<file path="config.mk">
export PLATFORM = sky130hd
export DESIGN_NAME = life_top
export DESIGN_NICKNAME = d
export VERILOG_FILES = /design/src/logic/life_pkg.sv /design/src/logic/life_cell.sv /design/src/logic/life_generation.sv /design/src/logic/life_board.sv /design/src/logic/life_sequencer.sv /design/src/logic/life_top.sv
export SDC_FILE = /design/constraint.sdc
export NUM_CORES = 2
export LEC_CHECK = 0
export BUFFER_PORTS_ARGS = -buffer_cell sky130_fd_sc_hd__buf_2
export CAP_MARGIN = 20
export CORE_MARGIN = 3
export CORE_UTILIZATION = 35
export DETAILED_ROUTE_END_ITERATION = 8
export HOLD_SLACK_MARGIN = 0.03
export PLACE_DENSITY = 0.65
export SLEW_MARGIN = 5
export SYNTH_ARGS = -nofsm -noshare
export SYNTH_HDL_FRONTEND = slang
export SYNTH_SLANG_ARGS = --single-unit
</file>
<file path="constraint.sdc">
create_clock -name clk -period 6.8 [get_ports clk]
set_input_delay 0.34 -clock clk [delete_from_list [all_inputs] [get_ports clk]]
set_output_delay 0.34 -clock clk [all_outputs]
set_load 0.005 [all_outputs]
</file>
<file path="src/logic/life_pkg.sv">
// shared board sizes, cell rule constants and sequencer states, imported by the engine and testbench
package life_pkg;

   // default board size
   // the top level passes these down as ROWS and COLS
   localparam int BOARD_ROWS = 16;
   localparam int BOARD_COLS = 16;
   localparam int BOARD_CELLS = BOARD_ROWS * BOARD_COLS;

   // one whole board at the default size
   // bit 0 is row 0, column 0, index is row * cols + col
   typedef logic [BOARD_CELLS-1:0] board_t;

   // live neighbors of one cell, 0 to 8
   typedef logic [3:0] neighbor_count_t;

   // rule thresholds
   localparam neighbor_count_t BIRTH_COUNT   = 4'd3;
   localparam neighbor_count_t SURVIVE_COUNT = 4'd2;

   // nine-bit window around a cell, row-major, center in the middle
   localparam int WINDOW_BITS   = 9;
   localparam int WINDOW_CENTER = 4;

   // run/pause sequencer states
   typedef enum logic [1:0] {
      SEQ_IDLE    = 2'b00,
      SEQ_RUNNING = 2'b01,
      SEQ_PAUSED  = 2'b10
   } seq_state_t;

endpackage

</file>
<file path="src/logic/life_cell.sv">
// next state of a single cell from its 3x3 window, one instance per board position
`timescale 1ns/1ns

module life_cell
   import life_pkg::*;
(
   input  logic [WINDOW_BITS-1:0] window,
   output logic                   next_alive
);

   neighbor_count_t count;
   logic            center;
   logic            birth;
   logic            survive;

   assign center = window[WINDOW_CENTER];

   // add up the eight outer bits
   always_comb begin
      count = '0;
      for (int i = 0; i < WINDOW_BITS; i++) begin
         if (i != WINDOW_CENTER) begin
            count = count + neighbor_count_t'(window[i]);
         end
      end
   end

   // exactly three brings a cell to life, two keeps a live one
   assign birth   = (count == BIRTH_COUNT);
   assign survive = (count == SURVIVE_COUNT) && center;

   assign next_alive = birth || survive;

endmodule

</file>
<file path="src/logic/life_generation.sv">
// combinational next generation of a whole board, dead cells assumed beyond every edge
`timescale 1ns/1ns

module life_generation #(
   parameter int ROWS = 16,
   parameter int COLS = 16
) (
   input  logic [ROWS*COLS-1:0] grid,
   output logic [ROWS*COLS-1:0] next_grid
);

   genvar r;
   genvar c;
   genvar wr;
   genvar wc;

   generate
      for (r = 0; r < ROWS; r++) begin : g_row
         for (c = 0; c < COLS; c++) begin : g_col

            // 3x3 neighborhood, bit 0 is up-left, bit 4 the cell itself
            logic [8:0] window;

            for (wr = 0; wr < 3; wr++) begin : g_win_row
               for (wc = 0; wc < 3; wc++) begin : g_win_col
                  localparam int NR = r + wr - 1;
                  localparam int NC = c + wc - 1;

                  if (NR >= 0 && NR < ROWS && NC >= 0 && NC < COLS) begin : g_inside
                     assign window[wr*3 + wc] = grid[NR*COLS + NC];
                  end else begin : g_outside
                     // off the board
                     assign window[wr*3 + wc] = 1'b0;
                  end
               end
            end

            life_cell u_cell (
               .window     (window),
               .next_alive (next_grid[r*COLS + c])
            );

         end
      end
   endgenerate

endmodule

</file>
<file path="src/logic/life_board.sv">
// board register that loads a pattern or steps one generation per clock
`timescale 1ns/1ns

module life_board #(
   parameter int ROWS = 16,
   parameter int COLS = 16
) (
   input  logic                 clk,
   input  logic                 reset,
   input  logic                 load,
   input  logic                 advance,
   input  logic [ROWS*COLS-1:0] initial_state,
   output logic [ROWS*COLS-1:0] grid
);

   logic [ROWS*COLS-1:0] next_grid;

   life_generation #(
      .ROWS (ROWS),
      .COLS (COLS)
   ) u_generation (
      .grid      (grid),
      .next_grid (next_grid)
   );

   // load wins over advance, though the sequencer never raises both
   always_ff @(posedge clk or posedge reset) begin
      if (reset) begin
         grid <= '0;
      end else if (load) begin
         grid <= initial_state;
      end else if (advance) begin
         grid <= next_grid;
      end
   end

   // no control, no change on the following edge
   board_holds_when_idle: assert property (
      @(posedge clk) disable iff (reset)
      (!load && !advance) |=> $stable(grid)
   );

endmodule

</file>
<file path="src/logic/life_sequencer.sv">
// idle/running/paused control for the board, turns the run level into load and advance
`timescale 1ns/1ns

module life_sequencer
   import life_pkg::*;
(
   input  logic clk,
   input  logic reset,
   input  logic run,
   output logic load,
   output logic advance
);

   seq_state_t state;
   seq_state_t next_state;

   always_ff @(posedge clk or posedge reset) begin
      if (reset) begin
         state <= SEQ_IDLE;
      end else begin
         state <= next_state;
      end
   end

   // idle is left only by run, and only reset brings it back
   always_comb begin
      next_state = state;
      case (state)
         SEQ_IDLE: begin
            if (run) begin
               next_state = SEQ_RUNNING;
            end
         end
         SEQ_RUNNING: begin
            if (!run) begin
               next_state = SEQ_PAUSED;
            end
         end
         SEQ_PAUSED: begin
            if (run) begin
               next_state = SEQ_RUNNING;
            end
         end
         default: begin
            next_state = SEQ_IDLE;
         end
      endcase
   end

   // loading while idle, stepping on run otherwise
   assign load    = (state == SEQ_IDLE);
   assign advance = (state != SEQ_IDLE) && run;

   load_advance_exclusive: assert property (
      @(posedge clk) disable iff (reset)
      !(load && advance)
   );

   // once started, the board is never reloaded until reset
   no_reload_after_start: assert property (
      @(posedge clk) disable iff (reset)
      !load |=> !load
   );

endmodule

</file>
<file path="src/logic/life_top.sv">
// top level of the life engine, sequencer driving the board register
`timescale 1ns/1ns

module life_top
   import life_pkg::*;
#(
   parameter int ROWS = BOARD_ROWS,
   parameter int COLS = BOARD_COLS
) (
   input  logic                 clk,
   input  logic                 reset,
   input  logic                 run,
   input  logic [ROWS*COLS-1:0] initial_state,
   output logic [ROWS*COLS-1:0] grid
);

   logic load;
   logic advance;

   life_sequencer u_sequencer (
      .clk     (clk),
      .reset   (reset),
      .run     (run),
      .load    (load),
      .advance (advance)
   );

   life_board #(
      .ROWS (ROWS),
      .COLS (COLS)
   ) u_board (
      .clk           (clk),
      .reset         (reset),
      .load          (load),
      .advance       (advance),
      .initial_state (initial_state),
      .grid          (grid)
   );

endmodule

</file>
; ---- Word level (Yosys, flattened, before mapping)
; Cells that the tools add are included.
[word_totals]
input_bits = 259
mem_count = 0
latchBits = 0
ff_bits = 258
mem_bits_rw = 0
rom_bits = 0
elab_cells = 2630
[op_classes]
div = 0
n_addsub = 1589
magnitude_cmp = 0
n_eq_ne = 516
n_reduce_logical = 518
shifts = 0
bitwise_logic = 0
mul = 0
muxes = 5
[op_table]
columns = operator, n
row1 = adder 4 x 1 -> 4 bit, 1348
row2 = "== test 4 x 2 -> 1 bit, second input constant", 512
row3 = 2-to-1 mux 256 bit, 2
row4 = adder 1 x 1 -> 2 bit, 241
row5 = logical AND 1 bit, 257
row6 = logical OR 1 bit, 256
row7 = 2-to-1 mux 2 bit, 2
row8 = case mux 2 bit (2 select lines), 1
row9 = nonzero test 2 bit, 2
row10 = "== test 2 x 1 -> 1 bit, second input constant", 1
row11 = "== test 2 bit, second input constant", 1
row12 = zero test 2 bit, 1
row13 = "!= test 2 x 1 -> 1 bit, second input constant", 1
row14 = "!= test 2 bit, second input constant", 1
row15 = AND reduction 2 bit, 1
row16 = OR reduction 2 bit, 1

; ---- Longest topological paths before layout
[depth]
ltp_word = 12
ltp_mapped = 11

; ---- Modules after synthesis
; From an unflattened synthesis, not the netlist that was laid out.
[unflattened]
cells_unflattened = 7008
hier_area_um2 = 61926.9
[modules_own_cells]
columns = module, seq_area_each_um2, area_each_um2, cells_each, instances
row1 = life_cell at u_board.u_generation.g_row[0].g_col[0].u_cell ..., 0.0, 200.2, 23, 169
row2 = life_cell at u_board.u_generation.g_row[14].g_col[10].u_cell ..., 0.0, 185.2, 23, 87
row3 = life_board, 6406.1, 11896.4, 1111, 1
row4 = life_sequencer, 50.0, 83.8, 8, 1
row5 = life_generation, 0.0, 3.8, 1, 1

; ---- Least setup slack after synthesis
; No wires, ideal clock.
[synth_path]
path_kind = register to register
from = register u_board.grid[113]
to = register u_board.grid[129]
t_required_ps = 6735
arrival_time_ps = 3165
n_path_buf = 0
setup_time_ps = 65
stages_incl_launch_ff = 12
setup_slack_ps = 3570
path_cell_list = dfrtp_1 > ha_1 > inv_1 > fa_1 > fa_1 > inv_1 > fa_1 > inv_1 > fa_1 > a211o_1 > a2111oi_0 > o22a_1
[synth_via]
elab_chain_len = 12
elab_cells_between_ends = 13
cone_classes = add/sub (7) / eq/ne (2) / mux (2) / reduce/logical (2)
[synth_rtl]
columns = item, line
row1 = "start, declared", life_board.sv:13  ; output logic [ROWS*COLS-1:0] grid
row2 = "start signal, assigned", life_board.sv:31  ; grid <= initial_state;
row3 = "start signal, assigned", life_board.sv:33  ; grid <= next_grid;
row4 = adder 1 x 1 -> 2 bit (*), life_cell.sv:23  ; count = count + neighbor_count_t'(window[i]);
row5 = adder 4 x 1 -> 4 bit (*) (6 in a row), life_cell.sv:23
row6 = == test 4 x 2 -> 1 bit, life_cell.sv:30  ; assign survive = (count == SURVIVE_COUNT) && center;
row7 = logical AND 1 bit, life_cell.sv:30
row8 = logical OR 1 bit (*), life_cell.sv:32  ; assign next_alive = birth || survive;
row9 = 2-to-1 mux 256 bit (*), life_board.sv:32  ; end else if (advance) begin
row10 = 2-to-1 mux 256 bit (*), life_board.sv:30  ; end else if (load) begin
; Every way passes the cells marked *; elsewhere a longest branch is shown, timed or not. The select of a mux whose other input is x is not followed.
; A chain may end at the register's enable or synchronous reset.

; ---- Worst setup path after layout
[layout_path]
from = register u_board.grid[98]
to = register u_board.grid[113]
[layout_via]
elab_chain_len = 11
elab_cells_between_ends = 12
cone_classes = add/sub (6) / eq/ne (2) / mux (2) / reduce/logical (2)
[layout_rtl]
columns = item, line
row1 = adder 4 x 1 -> 4 bit (*) (6 in a row), life_cell.sv:23
row2 = == test 4 x 2 -> 1 bit, life_cell.sv:30
row3 = logical AND 1 bit, life_cell.sv:30
row4 = logical OR 1 bit (*), life_cell.sv:32
row5 = 2-to-1 mux 256 bit (*), life_board.sv:32
row6 = 2-to-1 mux 256 bit (*), life_board.sv:30
; Marked as above.

==> metrics.md <==
| Metric | Value |
|---|---|
| # rows | `~140` |
| CP endpoint kind | `register` |
| Gpl congestion | `approximately 0.9` |
| Vias/cell | `roughly 5` |
| Crit Path Class | `reg2reg` |
| Die height | `between 300 and 400 um` |
| ANT nets after route | `0` |
| Inst Count DP | `around 7,700` |
| Non-Filler Instances | `around 8,000` |
| Dpl hpwl | `between 100,000 and 150,000 um` |
| Worst-margin pin slew | `about 1.1 ns` |
| Cell area after layout | `between 0.05 and 0.06 sq mm` |
| Largest family of logic cells by synthesized area | `adder cells` |
| Post-Synth XOR/XNOR Area | `less than 1%` |
| Core area | `around 0.14 sq mm` |
| Area grow syn2layout | `16.65%` |
| Sequential share of the synthesized area | `around an eighth` |
| Fin nets | `about 8,000` |
| Synth top cells by count | `1,713 x inv_1, 900 x fa_1, 697 x ha_1` |
| Initial DRC Count | `roughly 2,200` |
| DR DRC count | `0` |
| Port buffer count | `between 500 and 600` |
| Initial antenna violation count | `35` |
| Top_reg_cell synth | `dfrtp_1` |
| Root Buffer | `clkbuf_16` |
| #FFs+latches synth | `258` |
| Clock Sinks | `258` |
| Post-Route WL | `approximately 160,000 um` |
| Max_cap viols | `0` |
| Fillers | `between 10,000 and 15,000` |
| Placement Cell Area | `between 0.05 and 0.06 sq mm` |
| Hold WC Path Type | `in2reg` |
| Routed vias | `between 30,000 and 40,000` |
| Layout cells sized above 1 | `between 10% and 20%` |
| Yosys synthesis warning count | `0` |
| Clock H-tree levels | `2` |
| Startpoint Class | `register` |
| CTS tree | `done` |
| Arr. time, crit path | `roughly 4.3 ns` |
| Synthesized area | `a little over 0.05 sq mm` |
| # IOs | `~520` |
| Worst slew margin | `28.08%` |
| Post-Synth Adder-Cell Area | `52.04%` |
| CTS clk-pin slew, worst paths | `~0.060 ns` |
| Mapped Cells | `around 5,400` |
| Largest area contributor in the synthesized netlist | `fa_1` |
| Ys async rst share | `100.0%` |
| Layout Skew | `roughly 0.025 ns` |
| Clock buffer count from CTS | `44` |
| Most frequent cell after synthesis | `inv_1` |
| CP Max Fanout | `8` |
| Top cell type's share of synthesized area | `a little over a third` |
| Avg WL per Cell | `19.95 um` |
| Final Max Slew Viols | `0` |
| Largest net degree at the start of global routing | `184` |
| Die ar. | `about 0.15 sq mm` |
| Total GRT Usage | `around 22%` |
| Crit path time final | `between 3 and 4 ns` |
| Fmax | `267.1 MHz` |
| Synth Area per Inst | `about 9.5 sq um` |
| Total grt overflow | `0` |
| Unrepaired setup endpoints after global routing | `no` |
| Vias in the first global route | `about 43,000` |
| Drt pass-1 iters | `5` |
| Fin. Hold Viols | `0` |
| Post-Synth Simple-Gate Area | `6.748%` |
| DIE WIDTH | `a little under 400 um` |
| TNS Setup | `0 ns` |
| Post-synth EDFFs | `0` |
| Area contributors post-synth | `fa_1 35%, ha_1 17%, dfrtp_1 13%` |
| Final worst-path cycle share | `between 50% and 60%` |
| Endpoints failing setup | `0` |
| Compound-Gate Fraction of Synth Area | `12.06%` |
| Number of gates given a new drive strength after cts | `0` |
| CP required | `between 7 and 8 ns` |
| Clk buf depth | `3` |
| Synthesized net count | `roughly 7,200` |
| Synth cell types | `31` |
| Mux contribution to synthesized area | `~2.7%` |
| Status | `completed` |
| Global-route wire length before repair | `255,900 um` |
| Worst-Skew Late Latency | `between 0.6 and 0.7 ns` |
| Initial Utilization | `a little over a third` |
-- cell usage in the layout (no fill, tap or decap), drive strengths merged --
cell	count
ha	697
xnor2	1
clkinvlp	3
o2111ai	140
bufinv	3
a21boi	1
o22a	56
clkbuf	69
a21oi	56
inv	1714
dlygate4sd3	254
and2b	40
a2111oi	56
a211oi	56
clkinv	2
a211o	56
o21ai	264
a21o	56
nor2	58
mux2i	140
a31oi	140
buf	529
nand2	284
nand2b	56
fa	900
diode	23
dfrtp	258
nor2b	244
or2	1
-- worst max-delay path, stage by stage (launching register included) --
cell and delay [ns]:
dfrtp_1 0.63, inv_1 0.29, fa_1 0.61, fa_1 0.41, inv_1 0.08, fa_1 0.19
inv_1 0.06, fa_1 0.37, a211o_1 0.24, a2111oi_0 0.56, o22a_1 0.23
-- per-layer routing --
| metal | track usage [%] | vias up | part of all wire [%] |
|---|---|---|---|
| met2 | 36.32 | 1016 | 47 |
| met4 | 4.919 | 14 | 2.4 |
| met1 | 28.77 | 20230 | 42 |
| li1 | - | 18370 | - |
| met5 | 0 | - | 0.054 |
| met3 | 4.889 | 204 | 7.7 |
-- cells by family (layout without fill, tap and decap cells) --
family,count (synthesis),in the layout
adders and majority gates,1597,1597
buffers and inverters,1827,2574
xor gates and xnor gates,1,1
muxes,140,140
DFF,258,258
AOI/OAI and AO/OA,881,881
and+or+nand+nor,683,683
other,0,23
-- state kept, by name, summed over array words and instances, names as in the netlist --
register           count
u_board.grid         256
u_sequencer.state      2
-- what timing repair did --
| action | in CTS | in global routing |
|---|---|---|
| setup buffers | 0 | 0 |
| hold endpoints to repair | 345 | 0 |
| hold buffers | 254 | 0 |
| endpoints found under the setup margin | 0 | 0 |
-- final timing paths --
kind                                            from                   end  slack [ns]  depth (start not counted)
worst max-delay path                u_board.grid[98]     u_board.grid[113]        3.06                         10
worst min-delay path               initial_state[99]      u_board.grid[99]        0.11                          3
worst max register to register      u_board.grid[98]     u_board.grid[113]        3.06                         10
worst min register to register  u_sequencer.state[0]  u_sequencer.state[0]        0.59                          1
max in group asynchronous                      reset     u_board.grid[236]        4.94                          5
min in group asynchronous                      reset      u_board.grid[57]        0.44                          4
-- metrics by stage --
stage	setup slack [ns]	util (%)	hold WS [ns]
floorplan	3.060	-	0.4568
global route	2.821	41.38	0.09956
global placement	3.164	38.60	0.5416
CTS	3.052	41.38	0.04807
detailed placement	3.083	38.60	0.5445
finish	3.056	41.42	0.1089
-- cell type report --
class	count	area (sq um)	area share, %
Inverter	1713	6434	10.74
Sequential cell	258	6456	10.77
Timing Repair Buffer	783	5313	8.865
Tap cell	1903	2381	3.973
Clock buffer	69	1336	2.230
Multi-Input combinational cell	3302	37820	63.11
Clock inverter	9	132.6	0.2213
Antenna cell	23	57.56	0.09604
Power is not shown: default switching activity piles up to over one toggle a cycle in this logic, so the estimate is an artifact.
